==> src/source/siFhPkg.sv <==
package siFhPkg;

    // histogram geometry
    // bins are addressed 1..NumBins, address 0 means no bin
    localparam int NumBins = 16;

    // one extra bit so that NumBins itself is representable
    localparam int BinWidth = 5;

    // index into a counter bank, address minus one
    localparam int BinIdxWidth = $clog2(NumBins);

    // per-bin counter width
    localparam int CountWidth = 8;

    // bin address, peak position or threshold position
    typedef logic [BinWidth-1:0] binAddrT;

    // content of one histogram bin
    typedef logic [CountWidth-1:0] binCountT;

    // bit 0 counts into the coarse histogram, bit 1 into the fine one
    typedef logic [1:0] histSelT;

    // first and last valid bin address
    localparam binAddrT FirstBin = binAddrT'(1);
    localparam binAddrT LastBin = binAddrT'(NumBins);

    // counters stop here instead of wrapping
    localparam binCountT CountMax = binCountT'(255);

    // builder sequencing
    // Accumulate takes hits, Readout streams the bins out,
    // Hold waits for the result to be taken
    typedef enum logic [1:0] {
        Accumulate,
        Readout,
        Hold
    } builderStateT;

endpackage
==> src/source/siFhTop.sv <==
`timescale 1ns/10ps

module siFhTop import siFhPkg::*; (
    input  logic    clk,
    input  logic    reset,
    // hit stream
    input  logic    hitValid,
    output logic    hitReady,
    input  binAddrT hitAddr,
    input  histSelT hitSelect,
    input  logic    acqFinish,
    // window result
    output logic    resultValid,
    input  logic    resultReady,
    output binAddrT thMinus,
    output binAddrT thPlus,
    output binAddrT delta,
    // peak positions behind the window
    output binAddrT peakCh,
    output binAddrT peakFh
);

    // builder to detector stream
    logic     binValid;
    binAddrT  binAddr;
    binCountT chCount;
    binCountT fhCount;
    logic     binLast;

    // detector to calculator
    logic peakValid;

    // calculator back to builder
    logic resultDone;

    histogramBuilder histogramBuilder0 (
        .clk        (clk),
        .reset      (reset),
        .hitValid   (hitValid),
        .hitReady   (hitReady),
        .hitAddr    (hitAddr),
        .hitSelect  (hitSelect),
        .acqFinish  (acqFinish),
        .resultDone (resultDone),
        .binValid   (binValid),
        .binAddr    (binAddr),
        .chCount    (chCount),
        .fhCount    (fhCount),
        .binLast    (binLast)
    );

    // peaks stay put from binLast until the next readout
    peakDetector peakDetector0 (
        .clk       (clk),
        .reset     (reset),
        .binValid  (binValid),
        .binAddr   (binAddr),
        .chCount   (chCount),
        .fhCount   (fhCount),
        .binLast   (binLast),
        .peakValid (peakValid),
        .peakCh    (peakCh),
        .peakFh    (peakFh)
    );

    thresholdCalculator thresholdCalculator0 (
        .clk         (clk),
        .reset       (reset),
        .peakValid   (peakValid),
        .peakCh      (peakCh),
        .peakFh      (peakFh),
        .resultValid (resultValid),
        .resultReady (resultReady),
        .thMinus     (thMinus),
        .thPlus      (thPlus),
        .delta       (delta),
        .resultDone  (resultDone)
    );

endmodule

==> src/source/thresholdCalculator.sv <==
`timescale 1ns/10ps

module thresholdCalculator import siFhPkg::*; (
    input  logic    clk,
    input  logic    reset,
    // peaks from the detector
    input  logic    peakValid,
    input  binAddrT peakCh,
    input  binAddrT peakFh,
    // result interface
    output logic    resultValid,
    input  logic    resultReady,
    output binAddrT thMinus,
    output binAddrT thPlus,
    output binAddrT delta,
    // transfer pulse back to the builder
    output logic    resultDone
);

    binAddrT distance;
    binAddrT deltaNext;
    binAddrT minusNext;
    binAddrT plusNext;

    // one bit wider, coarse peak plus delta
    logic [BinWidth:0] plusWide;

    always_comb begin
        // distance between coarse and fine peak
        if (peakCh >= peakFh) begin
            distance = peakCh - peakFh;
        end else begin
            distance = peakFh - peakCh;
        end

        // half-width never below one bin
        deltaNext = (distance == '0) ? FirstBin : distance;

        // lower edge, clipped to bin 1
        if (peakCh <= deltaNext) begin
            minusNext = FirstBin;
        end else begin
            minusNext = peakCh - deltaNext;
        end

        // upper edge, clipped to the last bin
        plusWide = {1'b0, peakCh} + {1'b0, deltaNext};
        if (plusWide > {1'b0, LastBin}) begin
            plusNext = LastBin;
        end else begin
            plusNext = plusWide[BinWidth-1:0];
        end
    end

    // transfer happens this cycle
    assign resultDone = resultValid && resultReady;

    // valid held until taken
    always_ff @(posedge clk) begin
        if (reset) begin
            resultValid <= 1'b0;
        end else if (peakValid) begin
            resultValid <= 1'b1;
        end else if (resultDone) begin
            resultValid <= 1'b0;
        end
    end

    // window data, loaded once per readout
    always_ff @(posedge clk) begin
        if (peakValid) begin
            delta <= deltaNext;
            thMinus <= minusNext;
            thPlus <= plusNext;
        end
    end

    // result held steady under back-pressure
    assertResultStable: assert property (
        @(posedge clk) disable iff (reset)
        resultValid && !resultReady |=>
            resultValid && $stable(delta) && $stable(thMinus) && $stable(thPlus)
    );

endmodule

==> src/source/peakDetector.sv <==
`timescale 1ns/10ps

module peakDetector import siFhPkg::*; (
    input  logic     clk,
    input  logic     reset,
    // readout stream, one bin per cycle
    input  logic     binValid,
    input  binAddrT  binAddr,
    input  binCountT chCount,
    input  binCountT fhCount,
    input  logic     binLast,
    // final peaks, pulse one cycle after binLast
    output logic     peakValid,
    output binAddrT  peakCh,
    output binAddrT  peakFh
);

    // running maximum and where it sits
    binCountT maxCh;
    binCountT maxFh;
    binAddrT  maxChAddr;
    binAddrT  maxFhAddr;

    // maximum including the bin on the stream now
    binCountT nextMaxCh;
    binCountT nextMaxFh;
    binAddrT  nextChAddr;
    binAddrT  nextFhAddr;

    // compare current bin against the running max
    // bin 1 always seeds, strict compare keeps the lowest address on ties
    always_comb begin
        if ((binAddr == FirstBin) || (chCount > maxCh)) begin
            nextMaxCh = chCount;
            nextChAddr = binAddr;
        end else begin
            nextMaxCh = maxCh;
            nextChAddr = maxChAddr;
        end

        if ((binAddr == FirstBin) || (fhCount > maxFh)) begin
            nextMaxFh = fhCount;
            nextFhAddr = binAddr;
        end else begin
            nextMaxFh = maxFh;
            nextFhAddr = maxFhAddr;
        end
    end

    // track the maximum while bins stream past
    always_ff @(posedge clk) begin
        if (binValid) begin
            maxCh <= nextMaxCh;
            maxFh <= nextMaxFh;
            maxChAddr <= nextChAddr;
            maxFhAddr <= nextFhAddr;
        end
    end

    // final peaks captured with the last bin
    // held until the next readout, so stable while the result waits
    always_ff @(posedge clk) begin
        if (binValid && binLast) begin
            peakCh <= nextChAddr;
            peakFh <= nextFhAddr;
        end
    end

    // one-cycle completion pulse
    always_ff @(posedge clk) begin
        if (reset) begin
            peakValid <= 1'b0;
        end else begin
            peakValid <= binValid && binLast;
        end
    end

endmodule

==> src/source/histogramBuilder.sv <==
`timescale 1ns/10ps

module histogramBuilder import siFhPkg::*; (
    input  logic     clk,
    input  logic     reset,
    // hit stream
    input  logic     hitValid,
    output logic     hitReady,
    input  binAddrT  hitAddr,
    input  histSelT  hitSelect,
    // end of acquisition, single-cycle
    input  logic     acqFinish,
    // result taken downstream, clears both banks
    input  logic     resultDone,
    // readout stream to the peak detector
    output logic     binValid,
    output binAddrT  binAddr,
    output binCountT chCount,
    output binCountT fhCount,
    output logic     binLast
);

    // coarse and fine counter banks, entry i holds bin i+1
    binCountT chBank [0:NumBins-1];
    binCountT fhBank [0:NumBins-1];

    builderStateT state;

    // readout pointer, walks 1..NumBins
    binAddrT readPtr;

    logic hitTake;
    logic hitInRange;
    logic clearBanks;
    logic [BinIdxWidth-1:0] hitIdx;
    logic [BinIdxWidth-1:0] readIdx;

    // hits only while accumulating
    assign hitReady = (state == Accumulate);
    assign hitTake = hitValid && hitReady;

    // address 0 and anything above the last bin is dropped
    assign hitInRange = (hitAddr != '0) && (hitAddr <= LastBin);

    // bank index, address minus one
    assign hitIdx = BinIdxWidth'(hitAddr - FirstBin);
    assign readIdx = BinIdxWidth'(readPtr - FirstBin);

    // counters clear on the result transfer edge
    assign clearBanks = (state == Hold) && resultDone;

    // counter banks
    // the hit taken on the acqFinish edge still counts,
    // readout starts reading one cycle later
    always_ff @(posedge clk) begin
        if (reset || clearBanks) begin
            for (int i = 0; i < NumBins; i++) begin
                chBank[i] <= '0;
                fhBank[i] <= '0;
            end
        end else if (hitTake && hitInRange) begin
            // coarse bank, saturating
            if (hitSelect[0] && (chBank[hitIdx] != CountMax)) begin
                chBank[hitIdx] <= chBank[hitIdx] + 1'b1;
            end
            // fine bank, saturating
            if (hitSelect[1] && (fhBank[hitIdx] != CountMax)) begin
                fhBank[hitIdx] <= fhBank[hitIdx] + 1'b1;
            end
        end
    end

    // acquisition / readout / hold sequencing
    always_ff @(posedge clk) begin
        if (reset) begin
            state <= Accumulate;
            readPtr <= FirstBin;
        end else begin
            case (state)
                Accumulate: begin
                    // acqFinish only looked at here
                    if (acqFinish) begin
                        state <= Readout;
                        readPtr <= FirstBin;
                    end
                end
                Readout: begin
                    // one bin per cycle, no stall
                    if (readPtr == LastBin) begin
                        state <= Hold;
                    end else begin
                        readPtr <= readPtr + 1'b1;
                    end
                end
                Hold: begin
                    // back to counting once the window is taken
                    if (resultDone) begin
                        state <= Accumulate;
                    end
                end
                default: begin
                    state <= Accumulate;
                end
            endcase
        end
    end

    // readout stream straight from the banks
    assign binValid = (state == Readout);
    assign binAddr = readPtr;
    assign chCount = chBank[readIdx];
    assign fhCount = fhBank[readIdx];
    assign binLast = binValid && (readPtr == LastBin);

    // a full coarse counter stays full when hit again, no wrap
    assertChSaturate: assert property (
        @(posedge clk) disable iff (reset)
        hitTake && hitInRange && hitSelect[0] && (chBank[hitIdx] == CountMax)
            |=> (chBank[$past(hitIdx)] == CountMax)
    );

    // same for the fine bank
    assertFhSaturate: assert property (
        @(posedge clk) disable iff (reset)
        hitTake && hitInRange && hitSelect[1] && (fhBank[hitIdx] == CountMax)
            |=> (fhBank[$past(hitIdx)] == CountMax)
    );

    // streamed address stays inside the real bins
    assertBinRange: assert property (
        @(posedge clk) disable iff (reset)
        binValid |-> (binAddr >= FirstBin) && (binAddr <= LastBin)
    );

endmodule

==> config.mk <==
export PLATFORM = sky130hd
export DESIGN_NAME = siFhTop
export DESIGN_NICKNAME = d
export VERILOG_FILES = /design/src/source/siFhPkg.sv /design/src/source/siFhTop.sv /design/src/source/thresholdCalculator.sv /design/src/source/peakDetector.sv /design/src/source/histogramBuilder.sv
export SDC_FILE = /design/constraint.sdc
export NUM_CORES = 1
export LEC_CHECK = 0
export ABC_AREA = 0
export BUFFER_PORTS_ARGS = -buffer_cell sky130_fd_sc_hd__buf_2
export CAP_MARGIN = 15
export CELL_PAD_IN_SITES_DETAIL_PLACEMENT = 1
export CELL_PAD_IN_SITES_GLOBAL_PLACEMENT = 1
export CORE_MARGIN = 8
export CORE_UTILIZATION = 48
export DETAILED_ROUTE_END_ITERATION = 6
export GPL_TIMING_DRIVEN = 0
export HOLD_SLACK_MARGIN = 0.15
export PLACE_DENSITY_LB_ADDON = 0.1
export SLEW_MARGIN = 20
export SYNTH_ARGS = -nofsm -noshare
export SYNTH_HDL_FRONTEND = slang
export SYNTH_SLANG_ARGS = --single-unit
export TNS_END_PERCENT = 100
==> constraint.sdc <==
create_clock -name clk -period 7.55 [get_ports clk]
set_input_delay 1.51 -clock clk [delete_from_list [all_inputs] [get_ports clk]]
set_output_delay 1.51 -clock clk [all_outputs]
set_load 0.05 [all_outputs]
# ---- After elaboration in Yosys (flattened, before gate mapping)
# Memory sizes are Yosys's and may differ from the RTL's.
# Index checks and enable logic that the tools add are counted.
dict set report word_totals {
  ff_bits 60
  ram_bits 256
  inputBits 12
  output_inout_bits 27
  elab_cells 92
  mem_count 2
}
dict set report classes {
  addsub 9
  magnitude_cmp 6
  n_eq_ne 10
  mux 29
  reduce_logical 23
}
# name depth width read_ports rd_clocked_by_memory_dff write_ports line
set memory_table {}
lappend memory_table {histogramBuilder0.chBank 16 8 2 0 16 histogramBuilder.sv:24} ;# binCountT chBank [0:NumBins-1];
lappend memory_table {histogramBuilder0.fhBank 16 8 2 0 16 histogramBuilder.sv:25} ;# binCountT fhBank [0:NumBins-1];
# operator n
set op_table {}
lappend op_table {{5-bit two-way mux} 6}
lappend op_table {{8-bit by 1-bit adder with 8-bit output, second input constant} 2}
lappend op_table {{8-bit greater-than comparator} 2}
lappend op_table {{8-bit two-way mux} 2}
lappend op_table {{8-bit inequality test, second input constant} 2}
lappend op_table {{8-bit OR reduction} 2}
lappend op_table {{5-bit subtractor} 3}
lappend op_table {{1-bit two-way mux} 14}
lappend op_table {{5-bit case mux with 2 select lines} 1}
lappend op_table {{1-bit logical AND} 9}
lappend op_table {{4-bit two-way mux} 2}
lappend op_table {{4-bit by 1-bit subtractor with 4-bit output, second input constant} 2}
lappend op_table {{5-bit by 5-bit adder with 6-bit output} 1}
lappend op_table {{6-bit by 5-bit greater-than comparator with 1-bit output, second input constant} 1}
lappend op_table {{2-bit two-way mux} 3}
lappend op_table {{2-bit inequality test, second input constant} 3}
lappend op_table {{2-bit case mux with 3 select lines} 1}
lappend op_table {{3-bit AND reduction} 2}
lappend op_table {{5-bit by 1-bit adder with 5-bit output, second input constant} 1}
lappend op_table {{5-bit by 1-bit == test with 1-bit output, second input constant} 1}
lappend op_table {{5-bit == test, second input constant} 1}
lappend op_table {{5-bit >= comparator} 1}
lappend op_table {{5-bit <= comparator} 1}
lappend op_table {{5-bit <= comparator, second input constant} 1}
lappend op_table {{other kinds (9)} 13}

# ---- Depth between registers and ports, before layout
# An unclocked memory read counts as a cell.
dict set report logic_depth {
  ltp_word 10
  ltp_mapped 19
  mapped_depth_nobuf 17
}

# ---- Modules after synthesis
# A second synthesis with hierarchy kept.
dict set report unflattened {
  cells_unflattened 1239
  area_unflattened_um2 18117.4
}
# module n_inst cells_each area_per_inst_um2
set by_module_without_submodules {}
lappend by_module_without_submodules {histogramBuilder 1 984 15023.2}
lappend by_module_without_submodules {peakDetector 1 126 1742.9}
lappend by_module_without_submodules {thresholdCalculator 1 129 1351.3}

# ---- Least setup slack after synthesis
# No wires, ideal clock.
dict set report synth_timing {
  kind {input -> register}
  from {input port hitAddr[0]}
  to {memory histogramBuilder0.fhBank[0][0] (netlist name), enable pin}
  setup_ns 0.387
  arrival_time_ns 5.770
  required_ns 7.163
  slack_ns 1.393
  cell_stages 17
  path_buffers 9
  path_cell_list {buf_4 -> buf_6 -> buf_4 -> inv_1 -> ha_1 -> buf_2 -> buf_2 -> clkbuf_1 -> mux4_2 -> mux4_2 -> buf_2 -> clkbuf_1 -> ha_1 -> nand2_1 -> o311ai_2 -> buf_2 -> o31ai_1}
}
# element line
set synth_lines {}
lappend synth_lines {{start: declaration} siFhTop.sv:9} ;# input binAddrT hitAddr,
lappend synth_lines {{end: declaration} histogramBuilder.sv:25}

==> run_results.csv <==
group,metric,value,unit
layout,fillers,3384,
synth,async_flop_share,0,%
worst_setup_path,end_kind,"flip-flop",
sta,drv_slew,0,
sta,setup_viol,0,
floorplan,die_h,204,µm
sta,finClkSkew,0.0144,ns
synth,syn_nets,1257,
sta,fin_crit_sh,95.8,%
synth,yosys-top-cells-count,"edfxtp_1 (307), nor2_1 (279), mux4_2 (159)",
global_routing,grt_pass1_vias,11100,
worst_setup_path,setup.reg_to_reg.worst_slack,1.00,ns
floorplan,pin_count,39,
floorplan,dieArea,41500,µm²
power_and_ir_drop,p_leak,6.81,nW
worst_setup_path,cp_slowest_cell,"or4_1",
clocking,clk_latency,0.53,ns
layout,utilization,54.2,%
place,post-place-ws,-0.684,ns
clocking,postCtsHoldBufs,0,
layout,layout-drive-gt1-share,24.2,%
worst_setup_path,required,7.72,ns
synth,syn_avg_cell_area,14.1,µm²
detailed_routing,drt_iter0_drc,840,
worst_setup_path,cp_slowest_stage_delay,0.53,ns
worst_setup_path,path_class,"input pin to flip-flop",
clocking,path_clk_slew,0.06,ns
floorplan,die_w,204,µm
worst_hold_path,hold_path.class,"flip-flop to flip-flop",
global_routing,grt_util_all_layers,23.2,%
sta,max_freq,138,MHz
detailed_routing,routed_wl,47300,µm
place,io_buffer_count,33,
synth,synthMostInstantiatedCell,"edfxtp_1",
sta,min_period,7.23,ns
layout,multiInputGateArea,6870,µm²
power_and_ir_drop,ir_drop,0.145,mV
worst_setup_path,r2r-end,"peakDetector0.maxFh[5]",
detailed_routing,wl_per_cell,27.1,µm
floorplan,core,34600,µm²
place,gp_congestion,0.883,
clocking,cts_buffer_depth,3,
sta,max-slew-margin-rel,31.2,%
floorplan,core.rowCount,68,
global_routing,grt_max_degree,17,
synth,yosysTopAreaCellShare,54.6,%
worst_setup_path,reg2reg_depth,16,
synth,synth_seq_cells,316,
power_and_ir_drop,p_per_area,233,nW/µm²
clocking,htreeDepth,2,
synth,ys_seq_area_share,55.6,%
floorplan,start_util,48.8,%
clocking,cts_tree,"built",
layout,final_cells,1746,
synth,synthCells,1196,
synth,synth_area_leaders,"edfxtp_1 (55%), mux4_2 (21%), nor2_1 (6.2%)",
detailed_routing,drtPass1Iterations,5,
worst_setup_path,startpoint_type,"input pin",
worst_hold_path,hold_path_end,"histogramBuilder0.state[0]",
worst_setup_path,crit_top_cell,"buf_2",
status,outcome,"finished clean",
synth,syn_area,16900,µm²
global_routing,overflow,0,
sta,rsz0062_at_grt,"no",
synth,synth_cell_types,44,
worst_hold_path,min-delay-start,"histogramBuilder0.state[1]",
worst_setup_path,arrival,7.40,ns
sta,hold_viol_final,0,
clocking,cts.sinks,316,
clocking,post_cts_buffers,0,
layout,nets,1328,
layout,areaGrowthSynthToFinish,11.0,%
global_routing,grt_pass1_wl,71400,µm
synth,synth_top_area_cell,"edfxtp_1",
synth,synth_warnings,0,
sta,setup_ws,0.316,ns
detailed_routing,vias,10700,
detailed_routing,drcViolationCount,0,
worst_setup_path,cp_max_fo,10,
synth,synth_edf_count,307,
place,post-dp-hpwl,36200,µm
detailed_routing,ant_nets,0,
clocking,cts_root_buffer,"clkbuf_16",
worst_setup_path,crit_chain,"buf_2 -> buf_4 -> buf_6 -> buf_4 -> inv_1 -> ha_1 -> buf_2 -> buf_2 -> buf_2 -> mux4_2 -> mux4_2 -> buf_2 -> clkbuf_2 -> ha_1 -> nand2_1 -> nor3_1 -> or4_1 -> buf_2 -> nand2_1",
layout,final-seq-area,9400,µm²
job,max_cap_viol_count,0,
place,place_inst,1684,
global_routing,grt_antenna_before_repair,3,
worst_hold_path,whs_path_depth,1,
synth,ys.flop_type,"edfxtp_1",
layout,diodes,0,
sta,worst_pin_slew,1.02,ns
sta,tns,0,ns
worst_setup_path,r2r_start,"histogramBuilder0.binAddr[0]",
detailed_routing,viasPerCell,6.12,
clocking,cts_made_buffers,36,
[cells by family after synthesis]
| logic type | Yosys count | synth area share [%] |
|---|---|---|
| adders and majority gates | 49 | 3.81 |
| buffers and inverters | 150 | 3.95 |
| DFF | 316 | 55.6 |
| muxes | 172 | 22.0 |
| and+or+nand+nor | 434 | 11.2 |
| xor gates and xnor gates | 30 | 1.69 |
| AOI/OAI and AO/OA | 45 | 1.68 |
[power breakdown]
part | leakage (nW) | switching [W] | internal, W
clock | 0.523 | 0.000701 | 0.000943
sequential | 3.19 | 0.0000305 | 0.00199
combinational | 3.09 | 0.000444 | 0.000259
total | 6.81 | 0.00118 | 0.00320
[timing repair]
action	CTS	global route
hold endpoints to repair	0	0
endpoints found under the setup margin	89	138
resized for setup	2	8
[through the flow]
| step | hold WS (ns) | total power [W] | instance area (µm²) |
|---|---|---|---|
| 2_1_floorplan | 0.451 | 0.00251 | 16900 |
| 3_3_place_gp | 0.493 | 0.00273 | 17600 |
| 3_5_place_dp | 0.495 | 0.00275 | 17600 |
| 4_1_cts | 0.509 | 0.00439 | 18700 |
| 5_1_grt | 0.531 | 0.00451 | 18800 |
| 6_report | 0.523 | 0.00437 | 18800 |
[state kept, by name, indices dropped and copies added (netlist names), 8 cells and up]
register                  count
histogramBuilder0.chBank    128
histogramBuilder0.fhBank    128
peakDetector0.maxCh           8
peakDetector0.maxFh           8
[worst max path at each step]
stage / from / end / slack, ns / cells after the start
after floorplan: hitAddr[0] / histogramBuilder0.fhBank[0][0] / 1.39 / 17
after global placement: hitAddr[0] / histogramBuilder0.fhBank[0][6] / -0.75 / 18
after detailed placement: hitAddr[0] / histogramBuilder0.fhBank[5][4] / -0.68 / 19
after CTS: hitAddr[0] / histogramBuilder0.fhBank[10][5] / 0.11 / 19
after global routing: hitAddr[0] / histogramBuilder0.fhBank[6][6] / 0.03 / 20
final: hitAddr[0] / histogramBuilder0.fhBank[9][7] / 0.32 / 19
[worst max-delay path, delay by kind of cell]
kind                       cells  cell delay, ns
and+or+nand+nor                4            1.30
buffers and inverters         11            3.03
adders and majority gates      2            0.59
muxes                          2            0.93
[area by class of cell]
cell class              instances  share of cell area, %
flip-flops and latches        316                   50.1
well taps                     455                   3.03
clock buffers                  48                   5.21
plain buffers                 100                   2.61
inverters                      50                   1.00
clock inverters                14                  0.527
multi-input cells             730                   36.6
repair buffers                 33                  0.880
[routing by layer]
| metal | vias to the layer above | global-route usage (%) | wire (µm) | part of all wire (%) |
|---|---|---|---|---|
| li1 | 4661 | - | - | - |
| met1 | 5572 | 31.1 | 19500 | 41 |
| met3 | 69 | 7.11 | 4440 | 9.4 |
| met2 | 384 | 37.0 | 22400 | 47 |
| met4 | 4 | 5.21 | 935 | 2.0 |
| met5 | - | 0 | 27 | 0.057 |
[cells in the final DEF, fill, tap and decap left out, types with 5 or more instances in the layout]
cell       synthesis  layout
buf_6              7       7
nand2b_1           7       7
xnor2_1           14      12
nand2_1           54      51
clkbuf_2           0       7
mux4_2           159     159
or4_1             19      19
mux2_2            10      10
nor2_1           279     279
inv_1             50      50
clkinv_2           0       6
o21ai_0            8       8
nor4_1             9       9
nor2b_1            9       9
a21oi_1           18      18
nand4_1           13      13
nor3_1             5       5
xnor2_2            3       5
xor2_1            13      13
clkbuf_1          56      60
buf_2             29      64
or3_1             10      10
nand3_1           20      20
edfxtp_1         307     307
ha_1              45      45
dfxtp_1            9       9
clkbuf_16          0      37
Note: power is estimated with default switching activity, not from simulation.
